## config.mk

```make
export PLATFORM = sky130hd
export DESIGN_NAME = ahb_in_stage
export DESIGN_NICKNAME = d
export VERILOG_FILES = /design/src/logic/ahb_in_pkg.sv /design/src/logic/ahb_in_hold.sv /design/src/logic/ahb_in_burst_fix.sv /design/src/logic/ahb_in_stage.sv
export SDC_FILE = /design/constraint.sdc
export NUM_CORES = 1
export LEC_CHECK = 0
export BUFFER_PORTS_ARGS = -buffer_cell sky130_fd_sc_hd__buf_2
export CAP_MARGIN = 20
export CORE_ASPECT_RATIO = 0.5
export CORE_MARGIN = 4
export CORE_UTILIZATION = 42
export DETAILED_ROUTE_END_ITERATION = 10
export PLACE_DENSITY = 0.8
export REMOVE_ABC_BUFFERS = 1
export SYNTH_ARGS = -nofsm -noshare
export SYNTH_HDL_FRONTEND = slang
export SYNTH_SLANG_ARGS = --single-unit
```

## constraint.sdc

```tcl
create_clock -name HCLK -period 2.24 [get_ports HCLK]
set_clock_uncertainty 0.1 [all_clocks]
set_input_delay 0.672 -clock HCLK [delete_from_list [all_inputs] [get_ports HCLK]]
set_output_delay 0.672 -clock HCLK [all_outputs]
set_load 0.1 [all_outputs]
```

## src/logic/ahb_in_pkg.sv

```systemverilog
// AHB input stage shared definitions
// Bus widths, HTRANS/HBURST/HSIZE/HRESP encodings, address phase struct
`default_nettype none

package ahb_in_pkg;

  // ------------------------------------------------
  // Widths
  // ------------------------------------------------
  parameter int ADDR_W = 32;                // Default AHB address width

  typedef logic [ADDR_W-1:0] addr_t;        // HADDR
  typedef logic [2:0]        hsize_t;       // HSIZE
  typedef logic [3:0]        hprot_t;       // HPROT, passed along untouched
  typedef logic [3:0]        beat_off_t;    // Beat index within a wrap of up to 16

  // ------------------------------------------------
  // Encodings
  // ------------------------------------------------

  // Transfer type, bit 1 set means an active transfer
  typedef enum logic [1:0] {
    IDLE   = 2'b00,
    BUSY   = 2'b01,
    NONSEQ = 2'b10,
    SEQ    = 2'b11
  } htrans_e;

  // Burst type, odd codes are incrementing
  typedef enum logic [2:0] {
    SINGLE = 3'b000,
    INCR   = 3'b001,                        // Undefined length
    WRAP4  = 3'b010,
    INCR4  = 3'b011,
    WRAP8  = 3'b100,
    INCR8  = 3'b101,
    WRAP16 = 3'b110,
    INCR16 = 3'b111
  } hburst_e;

  // Transfer sizes handled by the wrap check
  localparam hsize_t SIZE_BYTE  = 3'b000;
  localparam hsize_t SIZE_HALF  = 3'b001;
  localparam hsize_t SIZE_WORD  = 3'b010;
  localparam hsize_t SIZE_DWORD = 3'b011;   // Widest supported size

  // Slave response
  typedef enum logic [1:0] {
    OKAY  = 2'b00,
    ERROR = 2'b01,
    RETRY = 2'b10,
    SPLIT = 2'b11
  } hresp_e;

  // ------------------------------------------------
  // Address phase
  // ------------------------------------------------
  // One complete address/control phase, 46 bits
  typedef struct packed {
    logic    sel;                           // HSEL for this port
    htrans_e trans;
    addr_t   addr;
    logic    write;                         // 1 for a write
    hsize_t  size;
    hburst_e burst;
    hprot_t  prot;
  } ahb_req_t;

endpackage

`default_nettype wire

```

## src/logic/ahb_in_hold.sv

```systemverilog
// Input stage holding register and pending-transfer control
// Direct/held path mux and HREADYOUTS/HRESPS generation
`timescale 1ns/1ps
`default_nettype none

module ahb_in_hold #(
  parameter int ADDR_W = ahb_in_pkg::ADDR_W
) (
  input  wire                   HCLK,
  input  wire                   HRESETn,
  input  wire ahb_in_pkg::ahb_req_t s_req,      // Upstream address phase
  input  wire                   HREADYS,
  input  wire                   active_ip,      // Output stage owned by this port
  input  wire                   readyout_ip,
  input  wire ahb_in_pkg::hresp_e   resp_ip,
  output ahb_in_pkg::ahb_req_t  mux_req,        // Selected request to burst fix
  output ahb_in_pkg::htrans_e   src_trans,      // Master's own trans on selected path
  output logic                  load,
  output logic                  pend,
  output logic                  held_tran,      // Request to the arbiter
  output logic                  HREADYOUTS,
  output ahb_in_pkg::hresp_e    HRESPS
);

  import ahb_in_pkg::*;

  logic              addr_valid;   // Active transfer to this port
  logic              pend_next;
  logic              pend_q;
  logic              data_q;       // Data phase of an active transfer

  // Holding register fields
  htrans_e           hold_trans;
  logic [ADDR_W-1:0] hold_addr;
  logic              hold_write;
  hsize_t            hold_size;
  hburst_e           hold_burst;
  hprot_t            hold_prot;

  // ------------------------------------------------
  // Acceptance and holding register
  // ------------------------------------------------

  // NONSEQ or SEQ while selected
  assign addr_valid = s_req.sel & s_req.trans[1];
  assign load       = addr_valid & HREADYS;    // Accepted on this edge

  // Every accepted phase is captured, used only if the output stage is busy
  always_ff @(posedge HCLK)
  begin
    if (load)
    begin
      hold_trans <= s_req.trans;
      hold_addr  <= s_req.addr;
      hold_write <= s_req.write;
      hold_size  <= s_req.size;
      hold_burst <= s_req.burst;
      hold_prot  <= s_req.prot;
    end
  end

  // ------------------------------------------------
  // Pending flag and data phase
  // ------------------------------------------------

  // Set when accepted without the output stage, cleared when it completes
  always_comb
  begin
    if (load && !active_ip)
      pend_next = 1'b1;
    else if (active_ip && readyout_ip)
      pend_next = 1'b0;
    else
      pend_next = pend_q;
  end

  always_ff @(posedge HCLK)
  begin
    if (!HRESETn)
    begin
      pend_q <= 1'b0;
      data_q <= 1'b0;
    end
    else
    begin
      pend_q <= pend_next;
      if (HREADYS)
        data_q <= addr_valid;                  // Tracks address phase into data phase
    end
  end

  assign pend      = pend_q;
  assign held_tran = load | pend_q;            // Live in acceptance cycle and while held

  // ------------------------------------------------
  // Path select
  // ------------------------------------------------
  always_comb
  begin
    if (!pend_q)
    begin
      mux_req   = s_req;                       // Straight through
      src_trans = s_req.trans;
    end
    else
    begin
      // Held phase always starts a fresh transfer downstream
      mux_req.sel   = 1'b1;
      mux_req.trans = NONSEQ;
      mux_req.addr  = hold_addr;
      mux_req.write = hold_write;
      mux_req.size  = hold_size;
      mux_req.burst = hold_burst;
      mux_req.prot  = hold_prot;
      src_trans     = hold_trans;              // Original type, for burst override
    end
  end

  // ------------------------------------------------
  // Response to the master
  // ------------------------------------------------
  always_comb
  begin
    if (!data_q)
    begin
      HREADYOUTS = 1'b1;                       // Idle, busy or not selected
      HRESPS     = OKAY;
    end
    else if (pend_q)
    begin
      HREADYOUTS = 1'b0;                       // Stall until output stage takes it
      HRESPS     = OKAY;
    end
    else
    begin
      HREADYOUTS = readyout_ip;
      HRESPS     = resp_ip;
    end
  end

  // Any request raised to the arbiter is a selected transfer downstream
  a_held_sel : assert property (@(posedge HCLK) disable iff (!HRESETn)
    held_tran |-> mux_req.sel);

  // No wait state outside a registered data phase
  a_ready_idle : assert property (@(posedge HCLK) disable iff (!HRESETn)
    !data_q |-> HREADYOUTS);

endmodule

`default_nettype wire

```

## src/logic/ahb_in_burst_fix.sv

```systemverilog
// Early burst termination for the AHB input stage
// Burst override flag, wrap boundary check, trans/burst correction
`timescale 1ns/1ps
`default_nettype none

module ahb_in_burst_fix #(
  parameter int ADDR_W = ahb_in_pkg::ADDR_W
) (
  input  wire                       HCLK,
  input  wire                       HRESETn,
  input  wire ahb_in_pkg::ahb_req_t s_req,      // Direct upstream phase
  input  wire                       HREADYS,
  input  wire                       load,
  input  wire                       pend,
  input  wire                       active_ip,
  input  wire ahb_in_pkg::htrans_e  src_trans,
  input  wire ahb_in_pkg::ahb_req_t mux_req,
  output ahb_in_pkg::ahb_req_t      m_req       // Legal AHB to the output stage
);

  import ahb_in_pkg::*;

  logic [ADDR_W-1:0] src_addr;
  logic              override_next;
  logic              override_q;    // Burst interrupted, finish as INCR
  beat_off_t         beat_off;      // Address in units of transfer size
  beat_off_t         check_off;     // All ones on the last beat of a wrap
  logic              bound_en;
  logic              bound_q;       // Previous beat hit the wrap boundary

  assign src_addr = s_req.addr;

  // ------------------------------------------------
  // Burst override
  // ------------------------------------------------

  // A new burst or idle ends it, a held SEQ beat starts it
  always_comb
  begin
    if (s_req.trans == NONSEQ || s_req.trans == IDLE)
      override_next = 1'b0;
    else if (s_req.trans == SEQ && load && !active_ip)
      override_next = 1'b1;
    else
      override_next = override_q;
  end

  // ------------------------------------------------
  // Wrap boundary check
  // ------------------------------------------------
  always_comb
  begin
    case (s_req.size)
      SIZE_BYTE  : beat_off = src_addr[3:0];
      SIZE_HALF  : beat_off = src_addr[4:1];
      SIZE_WORD  : beat_off = src_addr[5:2];
      SIZE_DWORD : beat_off = src_addr[6:3];
      default    : beat_off = src_addr[3:0];  // Wider sizes unsupported
    endcase
  end

  // Pad unused upper bits with ones so only the wrap length counts
  always_comb
  begin
    case (s_req.burst)
      WRAP4   : check_off = {2'b11, beat_off[1:0]};
      WRAP8   : check_off = {1'b1, beat_off[2:0]};
      WRAP16  : check_off = beat_off;
      default : check_off = 4'h0;             // Incrementing bursts never wrap
    endcase
  end

  assign bound_en = s_req.trans[1] & HREADYS;  // Active beats only

  always_ff @(posedge HCLK)
  begin
    if (!HRESETn)
    begin
      override_q <= 1'b0;
      bound_q    <= 1'b0;
    end
    else
    begin
      if (HREADYS)
        override_q <= override_next;
      if (bound_en)
        bound_q <= (check_off == 4'hF);
    end
  end

  // ------------------------------------------------
  // Output correction
  // ------------------------------------------------
  always_comb
  begin
    m_req = mux_req;
    // SEQ -> NONSEQ, BUSY -> IDLE after the wrap point
    if (override_q && bound_q)
      m_req.trans = htrans_e'({mux_req.trans[1], 1'b0});
    if (override_q && src_trans != NONSEQ)
      m_req.burst = INCR;                      // Remaining beats of unknown count
  end

  // Interrupted burst never leaks its fixed length downstream
  a_incr_override : assert property (@(posedge HCLK) disable iff (!HRESETn)
    (override_q && src_trans == SEQ) |-> (m_req.burst == INCR));

  // Override only starts together with a held transfer in the hold stage
  a_override_pend : assert property (@(posedge HCLK) disable iff (!HRESETn)
    $rose(override_q) |-> pend);

endmodule

`default_nettype wire

```

## src/logic/ahb_in_stage.sv

```systemverilog
// AHB interconnect input stage top level
// Hold stage followed by early burst termination
`timescale 1ns/1ps
`default_nettype none

module ahb_in_stage #(
  parameter int ADDR_W = ahb_in_pkg::ADDR_W
) (
  input  wire                       HCLK,
  input  wire                       HRESETn,

  // Upstream master side
  input  wire ahb_in_pkg::ahb_req_t s_req,
  input  wire                       HREADYS,
  output wire                       HREADYOUTS,
  output ahb_in_pkg::hresp_e        HRESPS,

  // Output stage side
  output ahb_in_pkg::ahb_req_t      m_req,
  output wire                       held_tran,     // Arbiter request
  input  wire                       active_ip,
  input  wire                       readyout_ip,
  input  wire ahb_in_pkg::hresp_e   resp_ip
);

  import ahb_in_pkg::*;

  // ------------------------------------------------
  // Internal wires
  // ------------------------------------------------
  ahb_req_t mux_req;       // Direct or held phase
  htrans_e  src_trans;     // Master's trans for the selected phase
  logic     load;          // Address phase accepted
  logic     pend;          // Transfer waiting in holding register

  // Request struct is fixed at the package width
  if (ADDR_W != ahb_in_pkg::ADDR_W)
  begin : g_addr_w_check
    $error("ADDR_W must match the package address width");
  end

  // ------------------------------------------------
  // Hold stage
  // ------------------------------------------------
  ahb_in_hold #(
    .ADDR_W      (ADDR_W)
  ) u_hold (
    .HCLK        (HCLK),
    .HRESETn     (HRESETn),
    .s_req       (s_req),
    .HREADYS     (HREADYS),
    .active_ip   (active_ip),
    .readyout_ip (readyout_ip),
    .resp_ip     (resp_ip),
    .mux_req     (mux_req),
    .src_trans   (src_trans),
    .load        (load),
    .pend        (pend),
    .held_tran   (held_tran),
    .HREADYOUTS  (HREADYOUTS),
    .HRESPS      (HRESPS)
  );

  // ------------------------------------------------
  // Burst termination
  // ------------------------------------------------
  ahb_in_burst_fix #(
    .ADDR_W      (ADDR_W)
  ) u_burst_fix (
    .HCLK        (HCLK),
    .HRESETn     (HRESETn),
    .s_req       (s_req),
    .HREADYS     (HREADYS),
    .load        (load),
    .pend        (pend),
    .active_ip   (active_ip),
    .src_trans   (src_trans),
    .mux_req     (mux_req),
    .m_req       (m_req)
  );

endmodule

`default_nettype wire

```

==> Word level (Yosys, flattened, before mapping) <==
Cells that the tools add are included.
{ "totals": {"regBits": 49, "output_inout_bits": 50, "elab_cells": 50} }
{ "op_classes": {"n_eq_ne": 10, "n_mux": 14, "bitwise": 4, "reduce_logical": 12} }
{ "ops": {"columns": ["operator", "n"], "rows": [
  ["two-way mux 46 bit", 1],
  ["one-hot mux 4 bit (3 select lines)", 2],
  ["equality test 3 x 2 -> 1 bit (second input constant)", 3],
  ["two-way mux 1 bit", 7],
  ["equality test 3 bit (second input constant)", 2],
  ["logical AND 1 bit", 6],
  ["two-way mux 2 bit", 3],
  ["equality test 2 bit (second input constant)", 2],
  ["equality test 4 bit (second input constant)", 1],
  ["nonzero test 2 bit", 2],
  ["bitwise AND 1 bit", 3],
  ["equality test 3 x 1 -> 1 bit (second input constant)", 1],
  ["two-way mux 3 bit", 1],
  ["logical NOT 2 bit", 1],
  ["inequality test 2 bit (second input constant)", 1],
  ["AND reduction 2 bit", 1],
  ["logical NOT 1 bit", 1],
  ["logical OR 1 bit", 1],
  ["bitwise OR 1 bit", 1]
]} }

==> Longest topological paths before layout <==
{ "logic_depth": {"ltp_word": 6, "depth_mapped": 5} }

==> Cells and area by module <==
From an unflattened synthesis, not the netlist that was laid out.
{ "unflattened": {"cells_unflattened": 195, "area_unflattened_um2": 2877.8} }
{ "modules_own_cells": {"columns": ["module", "n_inst", "cells_per_inst", "area_each_um2", "seq_area_each_um2"], "rows": [
  ["ahb_in_hold", 1, 113, 2257.2, 1391.3],
  ["ahb_in_burst_fix", 1, 82, 620.6, 40.0]
]} }

==> Worst setup path before layout <==
OpenSTA, ideal clock, no wires.
{ "synth_path": {"path_kind": "input to output", "from": "in s_req[43] in the netlist's numbering", "to": "out m_req[43] in the netlist's numbering", "arrival_time_ns": 2.946, "path_slack_ns": -1.478, "cell_stages": 2, "path_cell_list": "inv_1 -> a211oi_1"} }
{ "synth_rtl": {"columns": ["element", "line_no", "text"], "rows": [
  ["start, declared", "ahb_in_stage.sv:13", "input wire ahb_in_pkg::ahb_req_t s_req,"],
  ["end, declared", "ahb_in_stage.sv:19", "output ahb_in_pkg::ahb_req_t m_req,"]
]} }

==> impl_metrics.toml <==
[critical_path]
cp_num_buf_inv = 2
crit_type = "input pin to primary output"
worstPathMaxFanout = 2
max_stage_delay_ps = 360
worstSetupEndpointType = "primary output"
critPathLaunchType = "input pin"
path_cells = "buf_6, o311a_4, a211o_1, buf_12"
critical-path-top-delay-family = "compound AO/OA/AOI/OAI gates"
cp.required_ps = 1470
arrival_ps = 1580
critPathSlowestCell = "o311a_4"

[cells_and_area]
fin_util_pct = 75.2
regArea_mm2 = 0.00144
layout.nets = 324
antenna_cells = 0
multi_input_area_um2 = 892
postLayoutCellArea_mm2 = 0.00384
area_delta_synth_final_pct = 67.1
fill_cells = 288
layout-drive-gt1-share_pct = 65.7

[clock_tree]
htreeDepth = 2
clkLatencyLatePin_ps = 300
cts_sinks = 49
cts_tree = "built"
cts_setup_buffers = 0
cts_buffers = 5
clk_path_buf_depth = 2
cts_root_buf = "clkbuf_8"
path_clk_slew_ps = 80

[logic_synthesis]
synth_commonest_cells = "45 x edfxtp_1, 39 x mux2_2, 7 x inv_1, 6 x buf_2, 5 x nand2_1"
synth.lib_cells_used.distinct = 32
yosysWarnings = 0
syn_avg_cell_area_um2 = 15.1
ys_async_sr_fraction_pct = 0
synth_seq_cells = 49
yosys.area.top_type = "edfxtp_1"
synth-edff-count = 45
synth_seq_area_share_pct = 62.2
synth_most_common_cell = "edfxtp_1"
synth_area_leaders = "edfxtp_1 59%, mux2_2 19%, dfxtp_1 3.5%"
synth_top_area_share_pct = 58.7
synthCells = 152
synth-main-ff-cell = "edfxtp_1"
syn_area_mm2 = 0.00230

[floorplan]
fp.dieH_um = 60.3
start_util_pct = 45.0
num_io_pins = 103
dieWidth_um = 113
coreArea_mm2 = 0.00511
die-area_mm2 = 0.00680
rows = 18

[power_and_ir_drop]
p_leak_nw = 1.59
powerDensity_mw_per_mm2 = 664
power_w = 0.00255
vdd_ir_drop_max_uv = 334

[route]
first_iter_violations = 66
routed_wl_mm = 6.61
first_pass_iters = 4
viasPerCell = 5.18
drtAntennaViolNets = 0
remaining_drc_errors = 0
wl_per_cell_um = 19.4
dr_total_vias = 1768

[sta]
finalMaxSlewViolations = 0
fin_crit_ps = 2350
setup_violations = 27
min_period_over_period_pct = 105
fin_ws_ps = -112
relSlewSlack_pct = 75.5
fmax_mhz = 425
tightest_slew_ps = 365
hold_viol = 0
final.setup.tns_ps = -622
rsz0062_at_grt = "true"

[run_status]
outcome = "complete, but fails checks"
violations = "negative setup slack"

[grt]
grt_antenna_before_repair = 0
grt_first_pass_wirelength_mm = 8.88
grt_max_degree = 33
grt_pass1_vias = 1763
gr-total-overflow = 0
grt_use_total_pct = 16.6

[min_path]
min_path_type = "flip-flop to flip-flop"

[run]
cap_violations = 0

[place]
place_congestion = 0.720
dpl_cell_area_mm2 = 0.00322
buffer_ports.inserted = 102
place.detailed.hpwl_mm = 4.17
post-place-ws_ps = -252
==> report_power, final <==
| part | switching [W] | leakage (nW) | internal (W) |
|---|---|---|---|
| Sequential | 0.0000155 | 0.447 | 0.00104 |
| Combinational | 0.000576 | 1.09 | 0.000302 |
| Clock | 0.000292 | 0.0540 | 0.000325 |
==> final cells by class <==
type                            instances  area share, %
Inverter                                7          0.683
Timing Repair Buffer                  120           33.8
Multi-Input combinational cell         88           23.2
Clock buffer                            5           1.79
Sequential cell                        49           37.3
Tap cell                               70           2.28
Clock inverter                          2          0.911
==> path summary, 6_finish.rpt <==
| check | startpoint | to | slack, ps | cells after the start |
|---|---|---|---|---|
| worst min-delay path | u_hold.data_q | u_hold.data_q | 400 | 2 |
| worst max register to register | u_burst_fix.bound_q | u_burst_fix.bound_q | 1130 | 4 |
| worst max-delay path | s_req[43] | m_req[4] | -110 | 4 |
| worst min register to register | u_hold.data_q | u_hold.data_q | 400 | 2 |
==> timing repair <==
| action | in CTS | in global routing |
|---|---|---|
| pin swaps | 4 | 1 |
| gates resized for setup | 70 | 62 |
| hold buffers | 0 | 0 |
| setup endpoints to repair | 43 | 41 |
| cloned | 0 | 2 |
==> through the flow <==
step / cells / hold WS (ps)
3_3_place_gp: 332 / 379
6_report: 341 / 404
5_1_grt: 341 / 439
2_1_floorplan: 144 / 357
3_5_place_dp: 332 / 391
4_1_cts: 339 / 409
==> flip-flops by register name, indices dropped and copies added, names as in the netlist <==
name,cells
u_hold.hold_addr,32
u_hold.hold_prot,4
u_hold.hold_burst,3
u_hold.hold_size,3
u_hold.hold_trans,2
u_burst_fix.bound_q,1
u_burst_fix.override_q,1
u_hold.data_q,1
u_hold.hold_write,1
u_hold.pend,1
==> cells in the final DEF, fill, tap and decap left out, types with 2 or more instances in the layout <==
cell and instances:
edfxtp_1 45, a21boi_0 2, nor2_4 2, mux2i_1 4, clkbuf_8 5, nor2b_1 3
nor3b_1 2, clkbuf_16 2, nand3b_1 2, mux2_2 23, dfxtp_1 3, o21ai_1 2
buf_12 31, inv_1 5, a21oi_1 2, buf_2 50, mux2_4 16, buf_6 25
o21ai_0 2, buf_4 11, and3b_1 2, nand2b_1 2, a22oi_1 3, or2_2 2
nand2_1 4
==> layer usage <==
| layer | wire length, um | GRT usage (%) |
|---|---|---|
| met2 | 3630 | 32.6 |
| met3 | 280 | 3.49 |
| met1 | 2590 | 18.9 |
| met4 | 106 | 4.45 |
| met5 | 0 | 0 |
==> kinds of logic after synthesis <==
family          synth area share [%]
buf+inv                         3.10
mux                             21.3
compound gates                  6.53
simple gates                    6.85
flops                           62.2
==> tightest hold or removal path: stages, from the launching register on <==
cell	delay, ps
dfxtp_1	340
nand2_1	50
a21boi_0	70
No activity file was read; power rests on OpenSTA's default activity.
